<file path="src/logic/dvbs2_pkg.sv">
`default_nettype none

package dvbs2_pkg;

	// one transport stream byte
	typedef logic [7:0] ts_byte_t;

	// one symbol component, signed Q2.13
	typedef logic signed [15:0] sym_t;

	// symbol as a pair of components, re in the upper half
	typedef struct packed {
		sym_t re;
		sym_t im;
	} iq_pair_t;

	// same 32 bits, either as one word or as the re/im pair
	typedef union packed {
		logic [31:0] raw;
		iq_pair_t iq;
	} iq_word_u;

	// 0.7071 in Q2.13
	// negated value is 16'hE960
	localparam sym_t QPSK_AMP = 16'sh16A0;

	// x^8 + x^7 + x^6 + x^4 + x^2 + 1
	// msb first, register starts at zero, no final inversion
	localparam ts_byte_t CRC8_POLY = 8'hD5;

	// bb scrambler seed 100101010000000
	// first stage of the sequence sits in bit 0
	// feedback is stage 14 xor stage 15, i.e. 1 + x^14 + x^15
	localparam logic [14:0] PRBS_INIT = 15'h00A9;

endpackage

`default_nettype wire

</file>
<file path="src/logic/ts_crc8_insert.sv">
`timescale 1ns/1ns
`default_nettype none

module ts_crc8_insert (
	input wire mpeg_clk,
	input wire rst_n,
	input wire dvbs2_pkg::ts_byte_t mpeg_data,
	input wire mpeg_valid,
	input wire mpeg_sync,
	output dvbs2_pkg::ts_byte_t crc_byte,
	output logic crc_valid
);

	// running crc over the payload of the current packet
	dvbs2_pkg::ts_byte_t crc_reg;
	dvbs2_pkg::ts_byte_t crc_next;

	// fold one byte into the crc, msb first
	function automatic dvbs2_pkg::ts_byte_t crc8_byte(
		dvbs2_pkg::ts_byte_t crc,
		dvbs2_pkg::ts_byte_t data
	);
		dvbs2_pkg::ts_byte_t c;
		logic fb;
		c = crc;
		for (int i = 7; i >= 0; i--) begin
			// feedback from top stage and incoming bit
			fb = c[7] ^ data[i];
			c = {c[6:0], 1'b0};
			if (fb) begin
				c = c ^ dvbs2_pkg::CRC8_POLY;
			end
		end
		return c;
	endfunction

	assign crc_next = crc8_byte(crc_reg, mpeg_data);

	// control side, valid and crc state
	always_ff @(posedge mpeg_clk) begin
		if (!rst_n) begin
			crc_valid <= 1'b0;
			crc_reg <= '0;
		end else begin
			// one cycle latency, same edge as the prbs byte
			crc_valid <= mpeg_valid;
			if (mpeg_valid) begin
				if (mpeg_sync) begin
					// previous packet is done
					// start fresh for the new payload
					crc_reg <= '0;
				end else begin
					crc_reg <= crc_next;
				end
			end
		end
	end

	// outgoing byte
	// sync position carries the crc of the packet before it
	// so the first packet after reset shows 8'h00 there
	always_ff @(posedge mpeg_clk) begin
		if (mpeg_valid) begin
			if (mpeg_sync) begin
				crc_byte <= crc_reg;
			end else begin
				// payload passes straight through
				crc_byte <= mpeg_data;
			end
		end
	end

endmodule

`default_nettype wire

</file>
<file path="src/logic/bb_prbs_gen.sv">
`timescale 1ns/1ns
`default_nettype none

module bb_prbs_gen #(
	parameter int FRAME_PACKETS = 8
) (
	input wire mpeg_clk,
	input wire rst_n,
	input wire mpeg_valid,
	input wire mpeg_sync,
	output dvbs2_pkg::ts_byte_t prbs_byte
);

	// counter needs at least one bit even for a single packet frame
	localparam int CNT_W = (FRAME_PACKETS > 1) ? $clog2(FRAME_PACKETS) : 1;

	logic [14:0] lfsr;
	logic [CNT_W-1:0] pkt_cnt;
	logic frame_start;
	logic [14:0] prbs_seed;
	logic [14:0] prbs_next;
	dvbs2_pkg::ts_byte_t prbs_bits;

	// eight scrambler steps in one go
	// returns next state in the top 15 bits, output byte below
	function automatic logic [22:0] prbs_step8(logic [14:0] seed);
		logic [14:0] r;
		logic [7:0] bits;
		logic fb;
		r = seed;
		bits = '0;
		for (int i = 7; i >= 0; i--) begin
			// stage 14 xor stage 15
			fb = r[13] ^ r[14];
			// first bit out lands in bit 7
			bits[i] = fb;
			r = {r[13:0], fb};
		end
		return {r, bits};
	endfunction

	// sync of packet 0 in the frame reloads the sequence
	assign frame_start = mpeg_sync && (pkt_cnt == '0);
	assign prbs_seed = frame_start ? dvbs2_pkg::PRBS_INIT : lfsr;
	assign {prbs_next, prbs_bits} = prbs_step8(prbs_seed);

	always_ff @(posedge mpeg_clk) begin
		if (!rst_n) begin
			lfsr <= dvbs2_pkg::PRBS_INIT;
			// zero here, so the next sync opens a frame
			pkt_cnt <= '0;
		end else if (mpeg_valid) begin
			lfsr <= prbs_next;
			if (mpeg_sync) begin
				// packets per frame, wraps at FRAME_PACKETS
				if (pkt_cnt == CNT_W'(FRAME_PACKETS - 1)) begin
					pkt_cnt <= '0;
				end else begin
					pkt_cnt <= pkt_cnt + 1'b1;
				end
			end
		end
	end

	// byte lines up with crc_valid downstream
	always_ff @(posedge mpeg_clk) begin
		if (mpeg_valid) begin
			prbs_byte <= prbs_bits;
		end
	end

endmodule

`default_nettype wire

</file>
<file path="src/logic/qpsk_symbol_mapper.sv">
`timescale 1ns/1ns
`default_nettype none

module qpsk_symbol_mapper (
	input wire mpeg_clk,
	input wire rst_n,
	input wire dvbs2_pkg::ts_byte_t crc_byte,
	input wire crc_valid,
	input wire dvbs2_pkg::ts_byte_t prbs_byte,
	output logic ts_clk,
	output logic symbol_oe,
	output dvbs2_pkg::sym_t symbol_re,
	output dvbs2_pkg::sym_t symbol_im
);

	// scrambled byte, straight off the two upstream registers
	dvbs2_pkg::ts_byte_t scr_byte;
	// pairs still waiting, next pair in bits 7:6
	dvbs2_pkg::ts_byte_t shift_reg;
	logic [1:0] pairs_left;
	// pacing slot, free running
	logic [1:0] slot_cnt;
	dvbs2_pkg::iq_word_u sym_word;

	// bit 0 gives +amp, bit 1 gives -amp
	// even bit of the pair drives re, odd bit drives im
	function automatic dvbs2_pkg::iq_word_u map_pair(logic [1:0] pair);
		dvbs2_pkg::iq_word_u w;
		w.iq.re = pair[0] ? -dvbs2_pkg::QPSK_AMP : dvbs2_pkg::QPSK_AMP;
		w.iq.im = pair[1] ? -dvbs2_pkg::QPSK_AMP : dvbs2_pkg::QPSK_AMP;
		return w;
	endfunction

	assign scr_byte = crc_byte ^ prbs_byte;

	// one strobe every four cycles
	// first one four edges out of reset
	always_ff @(posedge mpeg_clk) begin
		if (!rst_n) begin
			slot_cnt <= '0;
			ts_clk <= 1'b0;
		end else begin
			slot_cnt <= slot_cnt + 1'b1;
			ts_clk <= (slot_cnt == 2'd3);
		end
	end

	// symbol sequencing
	always_ff @(posedge mpeg_clk) begin
		if (!rst_n) begin
			symbol_oe <= 1'b0;
			pairs_left <= '0;
			sym_word <= '0;
		end else if (crc_valid) begin
			// new byte, bits 7:6 go out right away
			// also cuts short any byte still in flight
			sym_word <= map_pair(scr_byte[7:6]);
			pairs_left <= 2'd3;
			symbol_oe <= 1'b1;
		end else if (pairs_left != '0) begin
			sym_word <= map_pair(shift_reg[7:6]);
			pairs_left <= pairs_left - 1'b1;
			symbol_oe <= 1'b1;
		end else begin
			// idle, last symbol value is simply held
			symbol_oe <= 1'b0;
		end
	end

	// remaining pairs, msb pair first
	always_ff @(posedge mpeg_clk) begin
		if (crc_valid) begin
			shift_reg <= {scr_byte[5:0], 2'b00};
		end else if (pairs_left != '0) begin
			shift_reg <= {shift_reg[5:0], 2'b00};
		end
	end

	// halves of the raw word
	assign symbol_re = sym_word.raw[31:16];
	assign symbol_im = sym_word.raw[15:0];

endmodule

`default_nettype wire

</file>
<file path="src/logic/dvbs2_tx_core.sv">
`timescale 1ns/1ns
`default_nettype none

module dvbs2_tx_core #(
	parameter int FRAME_PACKETS = 8
) (
	input wire mpeg_clk,
	input wire rst_n,
	// ts input, one byte per ts_clk slot
	input wire dvbs2_pkg::ts_byte_t mpeg_data,
	input wire mpeg_valid,
	// high with the first byte of each packet
	input wire mpeg_sync,
	// source pacing strobe
	output logic ts_clk,
	// qpsk symbols
	output logic symbol_oe,
	output dvbs2_pkg::sym_t symbol_re,
	output dvbs2_pkg::sym_t symbol_im
);

	// crc stage out
	dvbs2_pkg::ts_byte_t crc_byte;
	logic crc_valid;
	// scrambler byte, same cycle as crc_valid
	dvbs2_pkg::ts_byte_t prbs_byte;

	// sync byte replaced by crc of previous packet
	ts_crc8_insert u_crc8 (
		.mpeg_clk(mpeg_clk),
		.rst_n(rst_n),
		.mpeg_data(mpeg_data),
		.mpeg_valid(mpeg_valid),
		.mpeg_sync(mpeg_sync),
		.crc_byte(crc_byte),
		.crc_valid(crc_valid)
	);

	// bb scrambling bits, reloaded every FRAME_PACKETS packets
	bb_prbs_gen #(
		.FRAME_PACKETS(FRAME_PACKETS)
	) u_prbs (
		.mpeg_clk(mpeg_clk),
		.rst_n(rst_n),
		.mpeg_valid(mpeg_valid),
		.mpeg_sync(mpeg_sync),
		.prbs_byte(prbs_byte)
	);

	// xor, bit pairs to symbols, and ts_clk pacing
	qpsk_symbol_mapper u_mapper (
		.mpeg_clk(mpeg_clk),
		.rst_n(rst_n),
		.crc_byte(crc_byte),
		.crc_valid(crc_valid),
		.prbs_byte(prbs_byte),
		.ts_clk(ts_clk),
		.symbol_oe(symbol_oe),
		.symbol_re(symbol_re),
		.symbol_im(symbol_im)
	);

endmodule

`default_nettype wire

</file>
<file path="config.mk">
export PLATFORM = sky130hd
export DESIGN_NAME = dvbs2_tx_core
export DESIGN_NICKNAME = d
export VERILOG_FILES = /design/src/logic/dvbs2_pkg.sv /design/src/logic/ts_crc8_insert.sv /design/src/logic/bb_prbs_gen.sv /design/src/logic/qpsk_symbol_mapper.sv /design/src/logic/dvbs2_tx_core.sv
export SDC_FILE = /design/constraint.sdc
export NUM_CORES = 1
export LEC_CHECK = 0
export BUFFER_PORTS_ARGS = -buffer_cell sky130_fd_sc_hd__buf_2
export CAP_MARGIN = 20
export CELL_PAD_IN_SITES_DETAIL_PLACEMENT = 0
export CELL_PAD_IN_SITES_GLOBAL_PLACEMENT = 2
export CORE_MARGIN = 2
export CORE_UTILIZATION = 36
export DETAILED_ROUTE_END_ITERATION = 8
export PLACE_DENSITY = 0.79
export RECOVER_POWER = 25
export SYNTH_ARGS = -nofsm -noshare
export SYNTH_HDL_FRONTEND = slang
export SYNTH_SLANG_ARGS = --single-unit
</file>
<file path="constraint.sdc">
create_clock -name mpeg_clk -period 2.1 [get_ports mpeg_clk]
set_clock_uncertainty 0.05 [all_clocks]
set_input_delay 0.42 -clock mpeg_clk [delete_from_list [all_inputs] [get_ports mpeg_clk]]
set_output_delay 0.42 -clock mpeg_clk [all_outputs]
set_load 0.005 [all_outputs]
</file>
==> tab_implementation.tex <==
\begin{tabular}{lr}
\hline
Metric & Value \\
\hline
\multicolumn{2}{l}{\textbf{Power}} \\
\quad Total net switching power & roughly 1200 uW \\
\quad Internal & slightly below 3000 uW \\
\quad Switching share of power & 29.10\% \\
\quad Clock Power Share & between 20\% and 30\% \\
\quad Power density over the cells & approximately 1300 mW/mm\^{}2 \\
\quad Relative contribution of sequential cells to total power & a little under two fifths \\
\quad Total Power Consumption & 4157 uW \\
\quad P\_leak & about 0.0014 uW \\
\quad Portion of total power attributed to combinational logic & 35.0\% \\
\quad Peak supply drop & 433.5 uV \\
\multicolumn{2}{l}{\textbf{Clock tree}} \\
\quad CTS H-tree lvls & 3 \\
\quad \# Post-CTS Setup Buffers & 0 \\
\quad Hold-fix buffers at CTS & 0 \\
\quad Clock tree sinks & 60 \\
\quad Number of CTS-inserted buffers & 9 \\
\quad TritonCTS clock tree & built \\
\quad Root buf cell & sky130\_fd\_sc\_hd\_\_clkbuf\_8 \\
\quad Post-cts gate resize count & 0 \\
\quad Clock network latency to the later pin of the worst-skew pair & 0.34 ns \\
\quad Clock Tree Buf Depth & 2 \\
\quad CTS clk-pin slew, worst paths & about 0.070 ns \\
\multicolumn{2}{l}{\textbf{Setup path}} \\
\quad Cell with the most instances on the worst path & sky130\_fd\_sc\_hd\_\_clkbuf\_1 \\
\quad Required @ worst endpoint & between 2 and 2.5 ns \\
\quad Sequence of cells on the critical path & clkbuf\_1 -> clkbuf\_1 -> o21ai\_0 -> a21oi\_1 \\
\quad CP max FO & 27 \\
\quad Reg2reg setup slack & approximately 0.39 ns \\
\quad Reg-to-reg startpoint & u\_crc8.crc\_reg[2]\$\_SDFFE\_PN0P\_ \\
\quad Startpoint-to-endpoint class of the critical path & input port to flop \\
\quad Endpoint class of the critical path & flop \\
\quad Terminus of the critical flop-to-flop path & u\_crc8.crc\_reg[5]\$\_SDFFE\_PN0P\_ \\
\quad Startpoint type of the worst setup path & input port \\
\quad Length in cells of the worst reg-to-reg path & 5 \\
\quad Stages on worst setup path & 4 \\
\quad Cell type group with the largest total delay on the critical path & buffers and inverters \\
\quad Buffering stage count on the worst path with inverters included & 2 \\
\quad Slowest stage cell, crit path & sky130\_fd\_sc\_hd\_\_clkbuf\_1 \\
\quad Peak per-stage delay on the critical path & just under 0.8 ns \\
\quad Arrival time reported for the critical path endpoint & 1.93 ns \\
\multicolumn{2}{l}{\textbf{Finish}} \\
\quad Antenna cell count & 0 \\
\quad Combined flip-flop and latch cell area & between 0.001 and 0.0015 mm\^{}2 \\
\quad Area taken by multi-input logic gates & 0.001260 mm\^{}2 \\
\quad Final core occ & 42.05\% \\
\quad Largest register FFs & 15 \\
\quad Register with the most flip-flops & u\_prbs.lfsr \\
\quad Final-layout fill cell count & $\sim$800 \\
\quad Post-layout nets & 314 \\
\quad Share of cells above drive strength 1 & between 20\% and 30\% \\
\quad Synth-to-layout area growth & 11.85\% \\
\multicolumn{2}{l}{\textbf{STA}} \\
\quad Total negative slack & 0 ns \\
\quad Final-report hold violation count & 0 \\
\quad Share of the clock period used by the worst path & between 80\% and 90\% \\
\quad Final setup viols & 0 \\
\quad Tmin final & roughly 1.7 ns \\
\quad Worst slew margin relative to its limit & roughly a third \\
\quad Actual transition at the worst max-transition pin & between 0.9 and 1 ns \\
\quad Peak Freq & roughly 580 MHz \\
\quad Fin Hold WS & around 0.37 ns \\
\quad Pins Over Slew Limit & 0 \\
\quad Setup repair after global routing missed its margin & false \\
\multicolumn{2}{l}{\textbf{Synth}} \\
\quad Synth top area cells & sky130\_fd\_sc\_hd\_\_dfxtp\_1 26\%, sky130\_fd\_sc\_hd\_\_edfxtp\_1 23\%, sky130\_fd\_sc\_hd\_\_xnor2\_1 7.8\% \\
\quad Most used flip-flop cell after synthesis & sky130\_fd\_sc\_hd\_\_dfxtp\_1 \\
\quad EDFF count, synth & 22 \\
\quad Syn Std Cell Area & slightly below 0.003 mm\^{}2 \\
\quad Netlist cell types & 34 \\
\quad Flops \& latches, synth & 60 \\
\quad Most frequent cell after synthesis & sky130\_fd\_sc\_hd\_\_dfxtp\_1 \\
\quad Yosys warns & 0 \\
\quad Fraction of the yosys area taken by sequential cells & roughly 48\% \\
\quad FFs w/ async S/R, synth & 0\% \\
\quad Mean area per synthesized cell & between 10 and 15 um\^{}2 \\
\quad Yosys top cell area share & 25.92\% \\
\quad Synth area leader & sky130\_fd\_sc\_hd\_\_dfxtp\_1 \\
\quad Leading post-synthesis cells by instance count & 38 x sky130\_fd\_sc\_hd\_\_dfxtp\_1, 27 x sky130\_fd\_sc\_hd\_\_buf\_4, 26 x sky130\_fd\_sc\_hd\_\_xnor2\_1 \\
\quad Gate count after technology mapping & 274 \\
\multicolumn{2}{l}{\textbf{Min path}} \\
\quad End of the worst hold path & u\_crc8.crc\_byte[4]\$\_DFFE\_PP\_ \\
\quad Startpoint of the tightest hold check path & mpeg\_data[4] \\
\quad Number of stages on the worst hold path & 2 \\
\quad Classification of the worst-slack hold path & input port to flop \\
\multicolumn{2}{l}{\textbf{Drt}} \\
\quad Vias post-DR & $\sim$1800 \\
\quad Vias per cell & around 4.4 \\
\quad Routed wire length per instance & about 12 um \\
\quad Detailed-route wire length & slightly below 5000 um \\
\quad Count of antenna-violating nets left after detailed routing & 0 \\
\quad DRT Pass-1 Iters & 4 \\
\quad Count of routing violations after the opening detailed-route iteration & 93 \\
\quad Drc violations & 0 \\
\multicolumn{2}{l}{\textbf{Die}} \\
\quad Die W & between 90 and 100 um \\
\quad IO Pins & 46 \\
\quad Starting Density & 37.60\% \\
\quad Overall die area & roughly 0.009 mm\^{}2 \\
\quad Standard cell core area & 0.007807 mm\^{}2 \\
\quad Number of placement rows & 32 \\
\quad Die height & approximately 94 um \\
\multicolumn{2}{l}{\textbf{Global routing}} \\
\quad Antenna violations before repair & 0 \\
\quad Combined global-route utilization of all metal layers & 12.36\% \\
\quad First-pass GRT wire length & between 8000 and 9000 um \\
\quad Pin count of the biggest net entering global routing & 45 \\
\quad Grt ovf & 0 \\
\quad Number of global-route vias before repair & between 1500 and 2000 \\
\multicolumn{2}{l}{\textbf{Run}} \\
\quad Maximum capacitance violations & 0 \\
\multicolumn{2}{l}{\textbf{Status}} \\
\quad Run status & finished clean \\
\multicolumn{2}{l}{\textbf{Place}} \\
\quad Number of buffers inserted by port buffering & 35 \\
\quad Post-DP HPWL & about 3400 um \\
\quad GP Congestion & between 0.7 and 0.8 \\
\hline
\end{tabular}
## area by class of cell
| class | instances | share of cell area [%] |
|---|---|---|
| clock buffers | 10 | 3.887 |
| well taps | 102 | 3.887 |
| clock inverters | 6 | 2.706 |
| flip-flops and latches | 60 | 43.29 |
| multi-input cells | 174 | 38.38 |
| inverters | 9 | 1.029 |
| repair buffers | 43 | 6.822 |
## worst max-delay path by stage
stage | from | end
after detailed placement | mpeg_data[4] | u_crc8.crc_reg[5]$_SDFFE_PN0P_
after global placement | mpeg_data[4] | u_crc8.crc_reg[5]$_SDFFE_PN0P_
after global routing | rst_n | u_prbs.lfsr[8]$_SDFFE_PN0P_
final | rst_n | u_prbs.lfsr[8]$_SDFFE_PN0P_
after floorplan | mpeg_data[1] | u_crc8.crc_reg[5]$_SDFFE_PN0P_
after CTS | u_crc8.crc_reg[4]$_SDFFE_PN0P_ | u_crc8.crc_reg[5]$_SDFFE_PN0P_
## cell families after synthesis
group | Yosys count | synth area share, %
mux | 12 | 4.433
fa+ha+maj | 5 | 2.131
simple gates | 65 | 11.04
other cells | 1 | 0.1278
buf+inv | 49 | 9.804
xor+xnor | 40 | 15.35
compound gates | 42 | 8.695
flops | 60 | 48.42
## routing by layer
metal  GRT usage (%)  vias to the layer above  share of wire, %
met1           16.30                      822                49
met4           7.609                        0               2.6
met5               0                        -                 0
li1                -                      921                 -
met3           2.889                       11               3.2
met2           18.21                       26                45
## cells in the final DEF (no fill, tap or decap), types with 4 or more instances in the layout
master                     count
sky130_fd_sc_hd__a21boi_0      7
sky130_fd_sc_hd__a21oi_1      11
sky130_fd_sc_hd__and2_1        8
sky130_fd_sc_hd__buf_2        34
sky130_fd_sc_hd__buf_4         5
sky130_fd_sc_hd__clkbuf_1      4
sky130_fd_sc_hd__clkbuf_8      9
sky130_fd_sc_hd__conb_1       10
sky130_fd_sc_hd__dfxtp_1      38
sky130_fd_sc_hd__edfxtp_1     22
sky130_fd_sc_hd__ha_1          5
sky130_fd_sc_hd__inv_1         9
sky130_fd_sc_hd__mux2_2        8
sky130_fd_sc_hd__mux2i_1       4
sky130_fd_sc_hd__nand2_1      15
sky130_fd_sc_hd__nand2b_1      5
sky130_fd_sc_hd__nand3_1       7
sky130_fd_sc_hd__nor2_1       14
sky130_fd_sc_hd__nor2b_1       8
sky130_fd_sc_hd__o21ai_0      12
sky130_fd_sc_hd__o22ai_1       4
sky130_fd_sc_hd__xnor2_1      26
sky130_fd_sc_hd__xnor3_1       4
sky130_fd_sc_hd__xor2_1        5
## per-stage QoR
stage               instances  setup WS (ns)  area (um^2)
detailed placement        388         0.2001         3090
CTS                       404         0.3827         3307
global route              404         0.2063         3283
finish                    404         0.3763         3283
floorplan                 283         0.3137         2969
global placement          388         0.2092         3090
## power by group through the flow
| stage | Combinational [uW] | Sequential, uW | Clock, uW |
|---|---|---|---|
| finish | 1460 | 1560 | 1140 |
| global route | 1620 | 1590 | 1230 |
| CTS | 1480 | 1570 | 1170 |
| detailed placement | 1480 | 1590 | 0 |
| global placement | 1470 | 1590 | 0 |
| floorplan | 1260 | 1570 | 0 |
No activity file was read; power rests on OpenSTA's default activity.
